[src/design/uart_pkg.sv]
package uart_pkg;

  // clock cycles per serial bit
  // a board build at 115200 baud from 50 MHz would use 434
  localparam int clks_per_bit = 16;

  // start, eight data bits, parity, stop
  localparam int frame_bits = 11;

  // bit-period counter and bit index widths
  localparam int cnt_w = $clog2(clks_per_bit);
  localparam int idx_w = $clog2(frame_bits);

  // one received frame with its line checks
  typedef struct packed {
    logic [7:0] data;
    // data plus parity hold an even number of ones
    logic       parity_err;
    // stop bit sampled low
    logic       frame_err;
  } rx_byte_t;

endpackage

[src/design/cmd_pkg.sv]
package cmd_pkg;

  // msb of a command word
  typedef enum logic {
    op_read  = 1'b0,
    op_write = 1'b1
  } cmd_op_e;

  // host command, 16 bits
  typedef struct packed {
    cmd_op_e    op;
    logic [6:0] addr;
    logic [7:0] data;
  } cmd_t;

  // read response, 11 bits
  typedef struct packed {
    logic [7:0] data;
    logic       parity_err;
    logic       frame_err;
    logic       timeout;
  } rsp_t;

  // bit periods a read waits for the reply
  localparam int reply_timeout_bits = 24;

  localparam int reply_timeout_cycles = reply_timeout_bits * uart_pkg::clks_per_bit;
  localparam int timer_w = $clog2(reply_timeout_cycles + 1);

endpackage

[src/design/cmd_sequencer.sv]
module cmd_sequencer (
  input  logic               clk,
  input  logic               rst_n,
  input  cmd_pkg::cmd_t      cmd,
  input  logic               cmd_valid,
  output logic               cmd_ready,
  output cmd_pkg::rsp_t      rsp,
  output logic               rsp_valid,
  input  logic               rsp_ready,
  output logic [7:0]         tx_byte,
  output logic               tx_valid,
  input  logic               tx_ready,
  input  uart_pkg::rx_byte_t rx_byte,
  input  logic               rx_valid
);

  import cmd_pkg::*;

  typedef enum logic [2:0] {
    idle,
    send_addr,
    send_data,
    wait_reply,
    respond
  } state_e;

  state_e             state;
  cmd_t               cmd_q;
  rsp_t               rsp_q;
  // current byte handed to the transmitter
  logic               sent;
  logic [timer_w-1:0] timer;
  logic               timed_out;

  assign cmd_ready = (state == idle);
  assign rsp_valid = (state == respond);
  assign rsp       = rsp_q;
  assign tx_valid  = (state == send_addr || state == send_data) && !sent;
  assign timed_out = (timer == timer_w'(reply_timeout_cycles - 1));

  always_comb begin
    case (state)
      send_data: tx_byte = cmd_q.data;
      default:   tx_byte = {cmd_q.op, cmd_q.addr};
    endcase
  end

  always_ff @(posedge clk or negedge rst_n) begin
    if (!rst_n) begin
      state <= idle;
      sent  <= 1'b0;
      timer <= '0;
    end else begin
      case (state)
        idle: begin
          sent <= 1'b0;
          if (cmd_valid) begin
            state <= send_addr;
          end
        end
        send_addr: begin
          if (tx_valid && tx_ready) begin
            // write data byte queues behind the address frame
            if (cmd_q.op == op_write) begin
              state <= send_data;
            end else begin
              sent <= 1'b1;
            end
          end else if (sent && tx_ready) begin
            // reply wait starts once the address frame is out
            sent  <= 1'b0;
            timer <= '0;
            state <= wait_reply;
          end
        end
        send_data: begin
          if (tx_valid && tx_ready) begin
            sent <= 1'b1;
          end else if (sent && tx_ready) begin
            sent  <= 1'b0;
            state <= idle;
          end
        end
        wait_reply: begin
          if (rx_valid || timed_out) begin
            state <= respond;
          end else begin
            timer <= timer + 1'b1;
          end
        end
        respond: begin
          if (rsp_ready) begin
            state <= idle;
          end
        end
        default: state <= idle;
      endcase
    end
  end

  // stray bytes outside wait_reply fall through
  always_ff @(posedge clk) begin
    if (cmd_valid && cmd_ready) begin
      cmd_q <= cmd;
    end
    if (state == wait_reply) begin
      if (rx_valid) begin
        rsp_q <= '{data: rx_byte.data, parity_err: rx_byte.parity_err,
                   frame_err: rx_byte.frame_err, timeout: 1'b0};
      end else if (timed_out) begin
        rsp_q <= '{data: 8'h00, parity_err: 1'b0, frame_err: 1'b0, timeout: 1'b1};
      end
    end
  end

  rsp_hold_a: assert property (@(posedge clk) disable iff (!rst_n)
    rsp_valid && !rsp_ready |=> rsp_valid && $stable(rsp) && !cmd_ready);

  // no new command while a frame is still on the line
  one_cmd_a: assert property (@(posedge clk) disable iff (!rst_n)
    !tx_ready |-> !cmd_ready);

endmodule

[src/design/uart_cmd_bridge.sv]
module uart_cmd_bridge (
  input  logic          clk,
  input  logic          rst_n,
  input  cmd_pkg::cmd_t cmd,
  input  logic          cmd_valid,
  output logic          cmd_ready,
  output cmd_pkg::rsp_t rsp,
  output logic          rsp_valid,
  input  logic          rsp_ready,
  output logic          tx,
  input  logic          rx
);

  import uart_pkg::*;

  logic [7:0] tx_byte;
  logic       tx_valid;
  logic       tx_ready;
  rx_byte_t   rx_byte;
  logic       rx_valid;

  cmd_sequencer cmd_sequencer_i (
    .clk       (clk),
    .rst_n     (rst_n),
    .cmd       (cmd),
    .cmd_valid (cmd_valid),
    .cmd_ready (cmd_ready),
    .rsp       (rsp),
    .rsp_valid (rsp_valid),
    .rsp_ready (rsp_ready),
    .tx_byte   (tx_byte),
    .tx_valid  (tx_valid),
    .tx_ready  (tx_ready),
    .rx_byte   (rx_byte),
    .rx_valid  (rx_valid)
  );

  uart_tx uart_tx_i (
    .clk      (clk),
    .rst_n    (rst_n),
    .tx_byte  (tx_byte),
    .tx_valid (tx_valid),
    .tx_ready (tx_ready),
    .tx       (tx)
  );

  // free-running, no back-pressure on the line
  uart_rx uart_rx_i (
    .clk      (clk),
    .rst_n    (rst_n),
    .rx       (rx),
    .rx_byte  (rx_byte),
    .rx_valid (rx_valid)
  );

endmodule

[src/design/uart_rx.sv]
module uart_rx (
  input  logic               clk,
  input  logic               rst_n,
  input  logic               rx,
  output uart_pkg::rx_byte_t rx_byte,
  output logic               rx_valid
);

  import uart_pkg::*;

  typedef enum logic [1:0] {
    idle,
    start,
    sample
  } state_e;

  state_e           state;
  logic             rx_meta;
  logic             rx_sync;
  logic             rx_prev;
  logic [cnt_w-1:0] cnt;
  logic [idx_w-1:0] bit_idx;
  // eight data bits then parity
  logic [8:0]       shreg;
  logic             fall;
  logic             sample_tick;
  logic             stop_tick;

  assign fall        = rx_prev && !rx_sync;
  assign sample_tick = (state == sample) && (cnt == cnt_w'(clks_per_bit - 1));
  assign stop_tick   = sample_tick && (bit_idx == idx_w'(frame_bits - 2));

  // two-flop synchronizer plus one for edge detect
  always_ff @(posedge clk or negedge rst_n) begin
    if (!rst_n) begin
      rx_meta <= 1'b1;
      rx_sync <= 1'b1;
      rx_prev <= 1'b1;
    end else begin
      rx_meta <= rx;
      rx_sync <= rx_meta;
      rx_prev <= rx_sync;
    end
  end

  always_ff @(posedge clk or negedge rst_n) begin
    if (!rst_n) begin
      state    <= idle;
      cnt      <= '0;
      bit_idx  <= '0;
      rx_valid <= 1'b0;
    end else begin
      rx_valid <= stop_tick;
      case (state)
        idle: begin
          if (fall) begin
            cnt   <= '0;
            state <= start;
          end
        end
        start: begin
          // recheck at mid start bit, drop glitches
          if (cnt == cnt_w'(clks_per_bit / 2 - 1)) begin
            cnt     <= '0;
            bit_idx <= '0;
            state   <= rx_sync ? idle : sample;
          end else begin
            cnt <= cnt + 1'b1;
          end
        end
        sample: begin
          if (sample_tick) begin
            cnt     <= '0;
            bit_idx <= bit_idx + 1'b1;
            if (stop_tick) begin
              state <= idle;
            end
          end else begin
            cnt <= cnt + 1'b1;
          end
        end
        default: state <= idle;
      endcase
    end
  end

  always_ff @(posedge clk) begin
    if (sample_tick && !stop_tick) begin
      shreg <= {shreg[7:0], rx_sync};
    end
    if (stop_tick) begin
      rx_byte.data       <= shreg[8:1];
      rx_byte.parity_err <= ~^shreg;
      rx_byte.frame_err  <= ~rx_sync;
    end
  end

  rx_valid_pulse_a: assert property (@(posedge clk) disable iff (!rst_n)
    rx_valid |=> !rx_valid);

endmodule

[src/design/uart_tx.sv]
module uart_tx (
  input  logic       clk,
  input  logic       rst_n,
  input  logic [7:0] tx_byte,
  input  logic       tx_valid,
  output logic       tx_ready,
  output logic       tx
);

  import uart_pkg::*;

  typedef enum logic {
    idle,
    shift
  } state_e;

  state_e           state;
  logic [cnt_w-1:0] cnt;
  logic [idx_w-1:0] bit_idx;
  // data msb first, then parity and stop
  logic [9:0]       shreg;
  logic             last_tick;

  assign tx_ready  = (state == idle);
  assign last_tick = (cnt == cnt_w'(clks_per_bit - 1));

  always_ff @(posedge clk or negedge rst_n) begin
    if (!rst_n) begin
      state   <= idle;
      cnt     <= '0;
      bit_idx <= '0;
      tx      <= 1'b1;
    end else begin
      case (state)
        idle: begin
          if (tx_valid) begin
            // start bit goes out right away
            tx      <= 1'b0;
            cnt     <= '0;
            bit_idx <= '0;
            state   <= shift;
          end
        end
        shift: begin
          if (last_tick) begin
            cnt <= '0;
            if (bit_idx == idx_w'(frame_bits - 1)) begin
              state <= idle;
              tx    <= 1'b1;
            end else begin
              tx      <= shreg[9];
              bit_idx <= bit_idx + 1'b1;
            end
          end else begin
            cnt <= cnt + 1'b1;
          end
        end
        default: state <= idle;
      endcase
    end
  end

  // odd parity over the data byte
  always_ff @(posedge clk) begin
    if (tx_valid && tx_ready) begin
      shreg <= {tx_byte, ~^tx_byte, 1'b1};
    end else if (state == shift && last_tick) begin
      shreg <= {shreg[8:0], 1'b1};
    end
  end

  tx_byte_hold_a: assert property (@(posedge clk) disable iff (!rst_n)
    tx_valid && !tx_ready |=> tx_valid && $stable(tx_byte));

endmodule

[config.mk]
export PLATFORM = sky130hd
export DESIGN_NAME = uart_cmd_bridge
export DESIGN_NICKNAME = d
export VERILOG_FILES = /design/src/design/uart_pkg.sv /design/src/design/cmd_pkg.sv /design/src/design/cmd_sequencer.sv /design/src/design/uart_cmd_bridge.sv /design/src/design/uart_rx.sv /design/src/design/uart_tx.sv
export SDC_FILE = /design/constraint.sdc
export NUM_CORES = 1
export LEC_CHECK = 0
export BUFFER_PORTS_ARGS = -buffer_cell sky130_fd_sc_hd__buf_2
export CAP_MARGIN = 20
export CORE_ASPECT_RATIO = 1.4
export CORE_MARGIN = 4
export CORE_UTILIZATION = 40
export CTS_CLUSTER_DIAMETER = 30
export DETAILED_ROUTE_END_ITERATION = 6
export GPL_TIMING_DRIVEN = 0
export PLACE_DENSITY = 0.57
export SKIP_CTS_REPAIR_TIMING = 1
export SYNTH_ARGS = -nofsm -noshare
export SYNTH_HDL_FRONTEND = slang
export SYNTH_SLANG_ARGS = --single-unit
[constraint.sdc]
create_clock -name clk -period 2.6 [get_ports clk]
set_input_delay 0.13 -clock clk [delete_from_list [all_inputs] [get_ports clk]]
set_output_delay 0.13 -clock clk [all_outputs]
set_load 0.02 [all_outputs]
=== After elaboration in Yosys (flattened, before gate mapping) ===
Index checks and enable logic that the tools add are counted.

* Add/subtract/negate cells: 5
* Equality and inequality tests: 30
* Muxes and demuxes: 50
* Bitwise operators: 2
* Reduce and logical (&&, ||, !) cells: 33

{| class="wikitable"
|+ Operators with widths
! kind !! number
|-
| $mux W4 || 9
|-
| $mux W9 || 3
|-
| $mux W3 || 8
|-
| $pmux W4 S2 || 3
|-
| $mux W11 || 2
|-
| $mux W10 || 2
|-
| $pmux W9 S2 || 1
|-
| $add A4 B1 Y4 const B || 4
|-
| $eq A4 B4 Y1 const B || 4
|-
| $ne A2 B2 Y1 const B || 8
|-
| $pmux W3 S5 || 1
|-
| $ne A2 B1 Y1 const B || 7
|-
| $pmux W4 S3 || 1
|-
| $mux W1 || 10
|-
| $mux W2 || 5
|-
| $add A9 B1 Y9 const B || 1
|-
| $eq A9 B9 Y1 const B || 1
|-
| $logic_and A1 B1 Y1 || 9
|-
| $reduce_xnor A9 Y1 || 1
|-
| $mux W8 || 1
|-
| $reduce_and A2 Y1 || 4
|-
| $reduce_and A4 Y1 || 2
|-
| $reduce_bool A2 Y1 || 4
|-
| $reduce_xnor A8 Y1 || 1
|-
| other kinds (19) || 28
|}

* Bits in registers: 92
* Output and inout bits: 14

=== Longest topological paths before layout ===
* Depth in word-level cells: 6
* Gate-level depth with buffers: 7

=== By module ===
From an unflattened synthesis, not the netlist that was laid out.

* Cell total of the unflattened synthesis: 326
* Area total of the unflattened synthesis: 4,260.3 sq um

{| class="wikitable"
|+ Modules (own cells, without submodules)
! module !! times used !! cells an instance !! area each (sq um) !! seq. area each (sq um)
|-
| cmd_sequencer || 1 || 143 || 1,845.5 || 1,136.1
|-
| uart_rx || 1 || 102 || 1,410.1 || 924.6
|-
| uart_tx || 1 || 81 || 1,004.7 || 521.8
|}

=== Least setup slack after synthesis ===
OpenSTA, ideal clock, no wires.

* Kind: reg-to-reg
* From: reg cmd_sequencer_i.state[2]
* To: reg cmd_sequencer_i.cmd_q[0] (netlist name), enable pin
* Library setup time: 0.375 ns
* Arrival: 1.648 ns
* Required time: 2.225 ns
* Path slack: 0.578 ns
* Cell stages (with the launch flop): 4
* Buffers on the path: 1
* Clock period less this slack: 2.022 ns
* Path through: dfrtp_1 -> buf_2 -> nor3_1 -> and2_1

* Longest elaborated chain between the ends: 2

{| class="wikitable"
|+ Ends and longest elaborated chain
! what !! line !! RTL
|-
| start: declaration || cmd_sequencer.sv:27 || <nowiki>state_e state;</nowiki>
|-
| start signal: assignment || cmd_sequencer.sv:50 || <nowiki>state <= idle;</nowiki>
|-
| start signal: assignment || cmd_sequencer.sv:58 || <nowiki>state <= send_addr;</nowiki>
|-
| start signal: assignment || cmd_sequencer.sv:65 || <nowiki>state <= send_data;</nowiki>
|-
| $logic_not A3 Y1 || cmd_sequencer.sv:35 || <nowiki>assign cmd_ready = (state == idle);</nowiki>
|-
| net cmd_ready || uart_cmd_bridge.sv:6 || <nowiki>output logic cmd_ready,</nowiki>
|-
| $logic_and A1 B1 Y1 || cmd_sequencer.sv:103 || <nowiki>if (cmd_valid && cmd_ready) begin</nowiki>
|-
| end signal: assignment || cmd_sequencer.sv:104 || <nowiki>cmd_q <= cmd;</nowiki>
|-
| end: declaration || cmd_sequencer.sv:28 || <nowiki>cmd_t cmd_q;</nowiki>
|}

The timed path passes the listed nets, and every way through them passes these cells.
A chain may end at the register's enable or synchronous reset.

=== Worst setup path in the final report ===
* From: reg uart_rx_i.state[0]
* To: reg, netlist name uart_rx_i.rx_byte[9]

* Longest elaborated chain between the ends: 3

{| class="wikitable"
|+ Ends and longest elaborated chain
! what !! line !! RTL
|-
| start: declaration || uart_rx.sv:17 || <nowiki>state_e state;</nowiki>
|-
| start signal: assignment || uart_rx.sv:48 || <nowiki>state <= idle;</nowiki>
|-
| start signal: assignment || uart_rx.sv:58 || <nowiki>state <= start;</nowiki>
|-
| start signal: assignment || uart_rx.sv:66 || <nowiki>state <= rx_sync ? idle : sample;</nowiki>
|-
| $eq A2 B2 Y1 || uart_rx.sv:30 || <nowiki>assign sample_tick = (state == sample) && (cnt == cnt_w'(clks_per_bit - 1));</nowiki>
|-
| $logic_and A1 B1 Y1 || uart_rx.sv:30 ||
|-
| $logic_and A1 B1 Y1 || uart_rx.sv:31 || <nowiki>assign stop_tick = sample_tick && (bit_idx == idx_w'(frame_bits - 2));</nowiki>
|-
| net uart_rx_i.stop_tick || uart_rx.sv:27 || <nowiki>logic stop_tick;</nowiki>
|}

The timed path passes the listed nets, and every way through them passes these cells.

==> results.md <==
- The number of enable-type register cells in the synthesized netlist is 55.
- After synthesis the netlist holds a flip-flop and latch count of about 90.
- The H-tree depth is 3.
- The number of antenna violations at the first check in global routing is 0.
- The pin count of the biggest net entering global routing is 38.
- Measured against the total synthesized area, the mux share comes to approximately 2.4%.
- The longest clock path from root to sink contains 2 buffers.
- Dividing total power by cell area gives a power density of between 800 and 900 mW/mm^2.
- The number of instances in the synthesized netlist is ~340.
- The remaining number of nets flagged by the antenna check after routing is 0.
- The tightest min-delay check is of the flop to flop type.
- The run finished with clean final reports.
- Dividing the final minimum period by the clock period gives roughly nine tenths.
- The synthesized netlist devotes 11.6% of its cell area to compound gates.
- The peak fanout along the critical path is 11.
- The uppermost layer routed is met4.
- The worst hold path passes through 0 cells.
- The antenna diode count is 0.
- After Yosys synthesis, full adders, half adders and majority gates account for 3.28% of the synthesized area.
- The measured slew at the worst slew-check pin is around 0.89 ns.
- The data required time of the critical path is ~2.6 ns.
- The number of hold violations in the final report is 0.
- The synthesized netlist devotes 13.5% of its cell area to simple gates.
- In the final timing run, aggregate negative setup slack is 0 ns.
- The via count of the first global-routing pass is around 2.7k.
- The routed layout has ~2.7k vias.
- The path type of the worst setup path is flop to flop.
- The area share of xor/xnor cells in the synthesized design is roughly 5.4%.
- For hold timing, the worst endpoint is uart_rx_i.rx_sync.
- In the routed layout, each cell is associated on average with a via count of between 5 and 6.
- The leftover overflow at the end of global routing is 0.
- The number of placement rows is 44.
- Routability-driven placement finished with a final weighted congestion of about 0.78.
- By area, the combinational part of the netlist is dominated by simple AND/OR/NAND/NOR gates.
- For this design the top-level I/O count stands at 35.
- The type of element launching the critical path is a flop.
- The clock root buffer is clkbuf_16.
- In this run the vertical extent of the chip is 129 um.
- The first-pass iteration count of the detailed router is 4.
- The overall routed net length is around 7700 um.
- After the first detailed-routing iteration, the DRC count stood at 91.
- The worst-case IR drop observed on VDD is between 0.4 and 0.5 mV.
- The area of the mapped netlist is roughly 0.0042 mm^2.
- In this run the static leakage power is approximately 0.0020 uW.
- The largest individual stage delay along the critical path comes from the cell nor2b_1.
- The CTS tree is yes.
- During synthesis, Yosys emitted a total of 0 warnings.
- The clock transition at the registers of the reported paths is 0.07 ns.
- The register-to-register path setup slack is roughly 0.31 ns.
- The die covers roughly 0.012 mm^2.
- Headroom to the max-slew limit came out at around 40%.
- The total DRC errors in the routed layout is 0.
- The number of clock sinks is 92.
- Setup repair after global routing left no endpoint under its margin.
- After the last flow step, the layout net total stands at ~430.
- Data arrives at the worst endpoint at 2.25 ns.
- The share of synthesized area occupied by flip-flops and latches is between 60% and 70%.
- Clock tree synthesis inserted a total of 9 buffers.
- Counting both buffers and inverters, the worst setup path holds a total of 2.
- The total length of routed met2 wires is 4110 um.
- The setup skew after layout is 0.00691 ns.
- The setup-violating endpoint count in the final report is 0.
- The number of nets handed over by synthesis was ~370.
- The initial utilization of the core area, before any placement, comes to between 40% and 50%.
- The kind of capture point of the worst setup path is a flop.
- The post-detailed-route wirelength per cell is ~14 um.
- On the critical path the largest part of the delay comes from simple AND/OR/NAND/NOR gates.
- The maximum single-stage delay on the critical path is 0.73 ns.
- The aggregate global-route resource usage is between 10% and 20%.
- Buffers placed on the I/O ports in this run total 34.
- Detailed placement ended at an HPWL of around 5400 um.
- The met1 layer wirelength in the final routing is 3300 um.
- In this run the critical register-to-register path is launched from uart_rx_i.state[0].
- The number of different library cells used by synthesis comes to 53.
- Detailed routing placed a total of around 230 um of wire on met3.
- The placeable core area is 0.0103 mm^2.
- The fraction of layout instances using a drive strength above 1 is 16.8%.
- The post-synthesis average cell area is approximately 12 um^2.
- Once layout is done, the placed cells without fillers occupy approximately 0.0051 mm^2.
- The overall die width is between 90 and 100 um.
- The area growth from synthesis to layout is 20.3%.
- Among all flip-flop cells after synthesis, the most frequent one is edfxtp_1.
- The final max-slew violation count is 0.
- The global-route wire length before repair is 13000 um.
- The worst hold slack is 0.362 ns.
- The number of max-capacitance violations reported is 0.
- The critical path goes through inv_1, ha_1, clkbuf_1, nand4_1, nor2b_1.
- The achievable clock frequency is approximately 0.44 GHz.
- Clock latency on the worst-skew pair, taken at its later pin, is 0.34 ns.
- The worst register-to-register path has a depth of 5.
- The post-place instance area is between 0.004 and 0.005 mm^2.
- The worst path needs 2.29 ns of the cycle, external delays included.
- After synthesis, the share of flip-flops with an asynchronous set or reset is between 40% and 50%.
- Measured on the finished design, the core utilization comes to between 40 and 50%.
- The endpoint of the worst register-to-register path is uart_rx_i.rx_byte[9].
- In this run the most critical hold path is launched from uart_rx_i.rx_meta.
[metrics by stage]
stage	std cells	setup slack, ns	power [uW]
after floorplan	336	0.578	2620
after global placement	508	0.310	2850
after detailed placement	508	0.229	2870
after CTS	524	0.225	4260
after global routing	543	0.00114	4520
final	543	0.312	4220
[state kept, by name (all words and copies together) (netlist names), 2 cells and up]
signal	count
uart_rx_i.cnt	4
uart_rx_i.bit_idx	4
uart_tx_i.cnt	4
uart_rx_i.rx_byte	10
cmd_sequencer_i.rsp	11
cmd_sequencer_i.cmd_q	16
cmd_sequencer_i.timer	9
cmd_sequencer_i.state	3
uart_rx_i.shreg	9
uart_tx_i.shreg	9
uart_tx_i.bit_idx	4
uart_rx_i.state	2
[worst reg2reg max path, stage by stage, from the launching register on]
cell	delay, ns
dfrtp_1	0.40
inv_1	0.11
ha_1	0.15
clkbuf_1	0.30
nand4_1	0.24
nor2b_1	0.73
[how the worst max path moves through the flow]
| stage | startpoint | to | slack [ns] | cells after the start |
|---|---|---|---|---|
| after floorplan | cmd_sequencer_i.state[2] | cmd_sequencer_i.cmd_q[0] | 0.58 | 3 |
| after global placement | uart_rx_i.state[0] | uart_rx_i.rx_byte[4] | 0.31 | 5 |
| after detailed placement | uart_rx_i.state[0] | uart_rx_i.rx_byte[3] | 0.23 | 5 |
| after CTS | uart_rx_i.state[0] | uart_rx_i.rx_byte[7] | 0.23 | 5 |
| after global routing | uart_rx_i.state[0] | uart_rx_i.rx_byte[1] | 0.001 | 5 |
| final | uart_rx_i.state[0] | uart_rx_i.rx_byte[9] | 0.31 | 5 |
[layout by cell type, fill, tap and decap left out, types with 7 or more instances in the layout]
master and n:
nor3_1 7, buf_2 37, nand2_1 28, a22o_1 7
inv_1 14, mux2i_1 10, and2_1 12, dfrtp_1 33
edfxtp_1 55, nand3_1 8, xnor2_1 20, o21ai_0 27
clkbuf_16 9, dlygate4sd3_1 19, ha_1 11, a21oi_1 12
nor2_1 10
[logic make-up (layout without fill, tap and decap cells)]
group                      after synthesis  count (layout)
AOI/OAI and AO/OA                       73              73
muxes                                   10              10
DFF                                     92              92
and+or+nand+nor                        101             101
buffers and inverters                   23              92
adders and majority gates               11              11
xor gates and xnor gates                26              26
[power by group]
group | total (uW) | leakage, uW | switching, uW | internal, uW
clock | 1360 | 0.000157 | 591 | 774
combinational | 975 | 0.000883 | 553 | 422
sequential | 1880 | 0.000945 | 156 | 1730
[synth_stat cells, types with 3 or more instances]
library cell	count	area [um^2]
and2_1	12	75.1
nand4_1	4	25.0
inv_1	14	52.6
and3_1	3	18.8
o21ai_0	27	135
nor2_1	10	37.5
a22o_1	7	61.3
a211o_1	4	35.0
xnor2_1	20	175
ha_1	11	138
dfstp_2	4	105
and3b_1	3	26.3
o31ai_1	3	22.5
nand2_1	28	105
edfxtp_1	55	1650
a31oi_1	4	25.0
a21oi_1	12	60.1
nand3_1	8	40.0
buf_2	3	15.0
dfrtp_1	33	826
nand2b_1	6	37.5
nor3_1	7	35.0
mux2i_1	10	100
clkbuf_1	5	18.8
nor2b_1	4	25.0
xor2_1	6	52.6
[final cells by class]
type,instances,area (um^2)
fill,946,5240
sequential,92,2580
multi-input combinational,221,1520
timing repair buffer,53,360
clock buffer,9,225
tap,138,173
clock inverter,7,95.1
inverter,14,52.6
buffer,9,41.3
[metal layers]
metal | GRT usage [%] | vias up
met5 | 0 | -
met4 | 5.35 | 0
met3 | 2.96 | 5
met2 | 23.2 | 29
met1 | 16.5 | 1339
li1 | - | 1363
(Power assumes the default switching activity.)
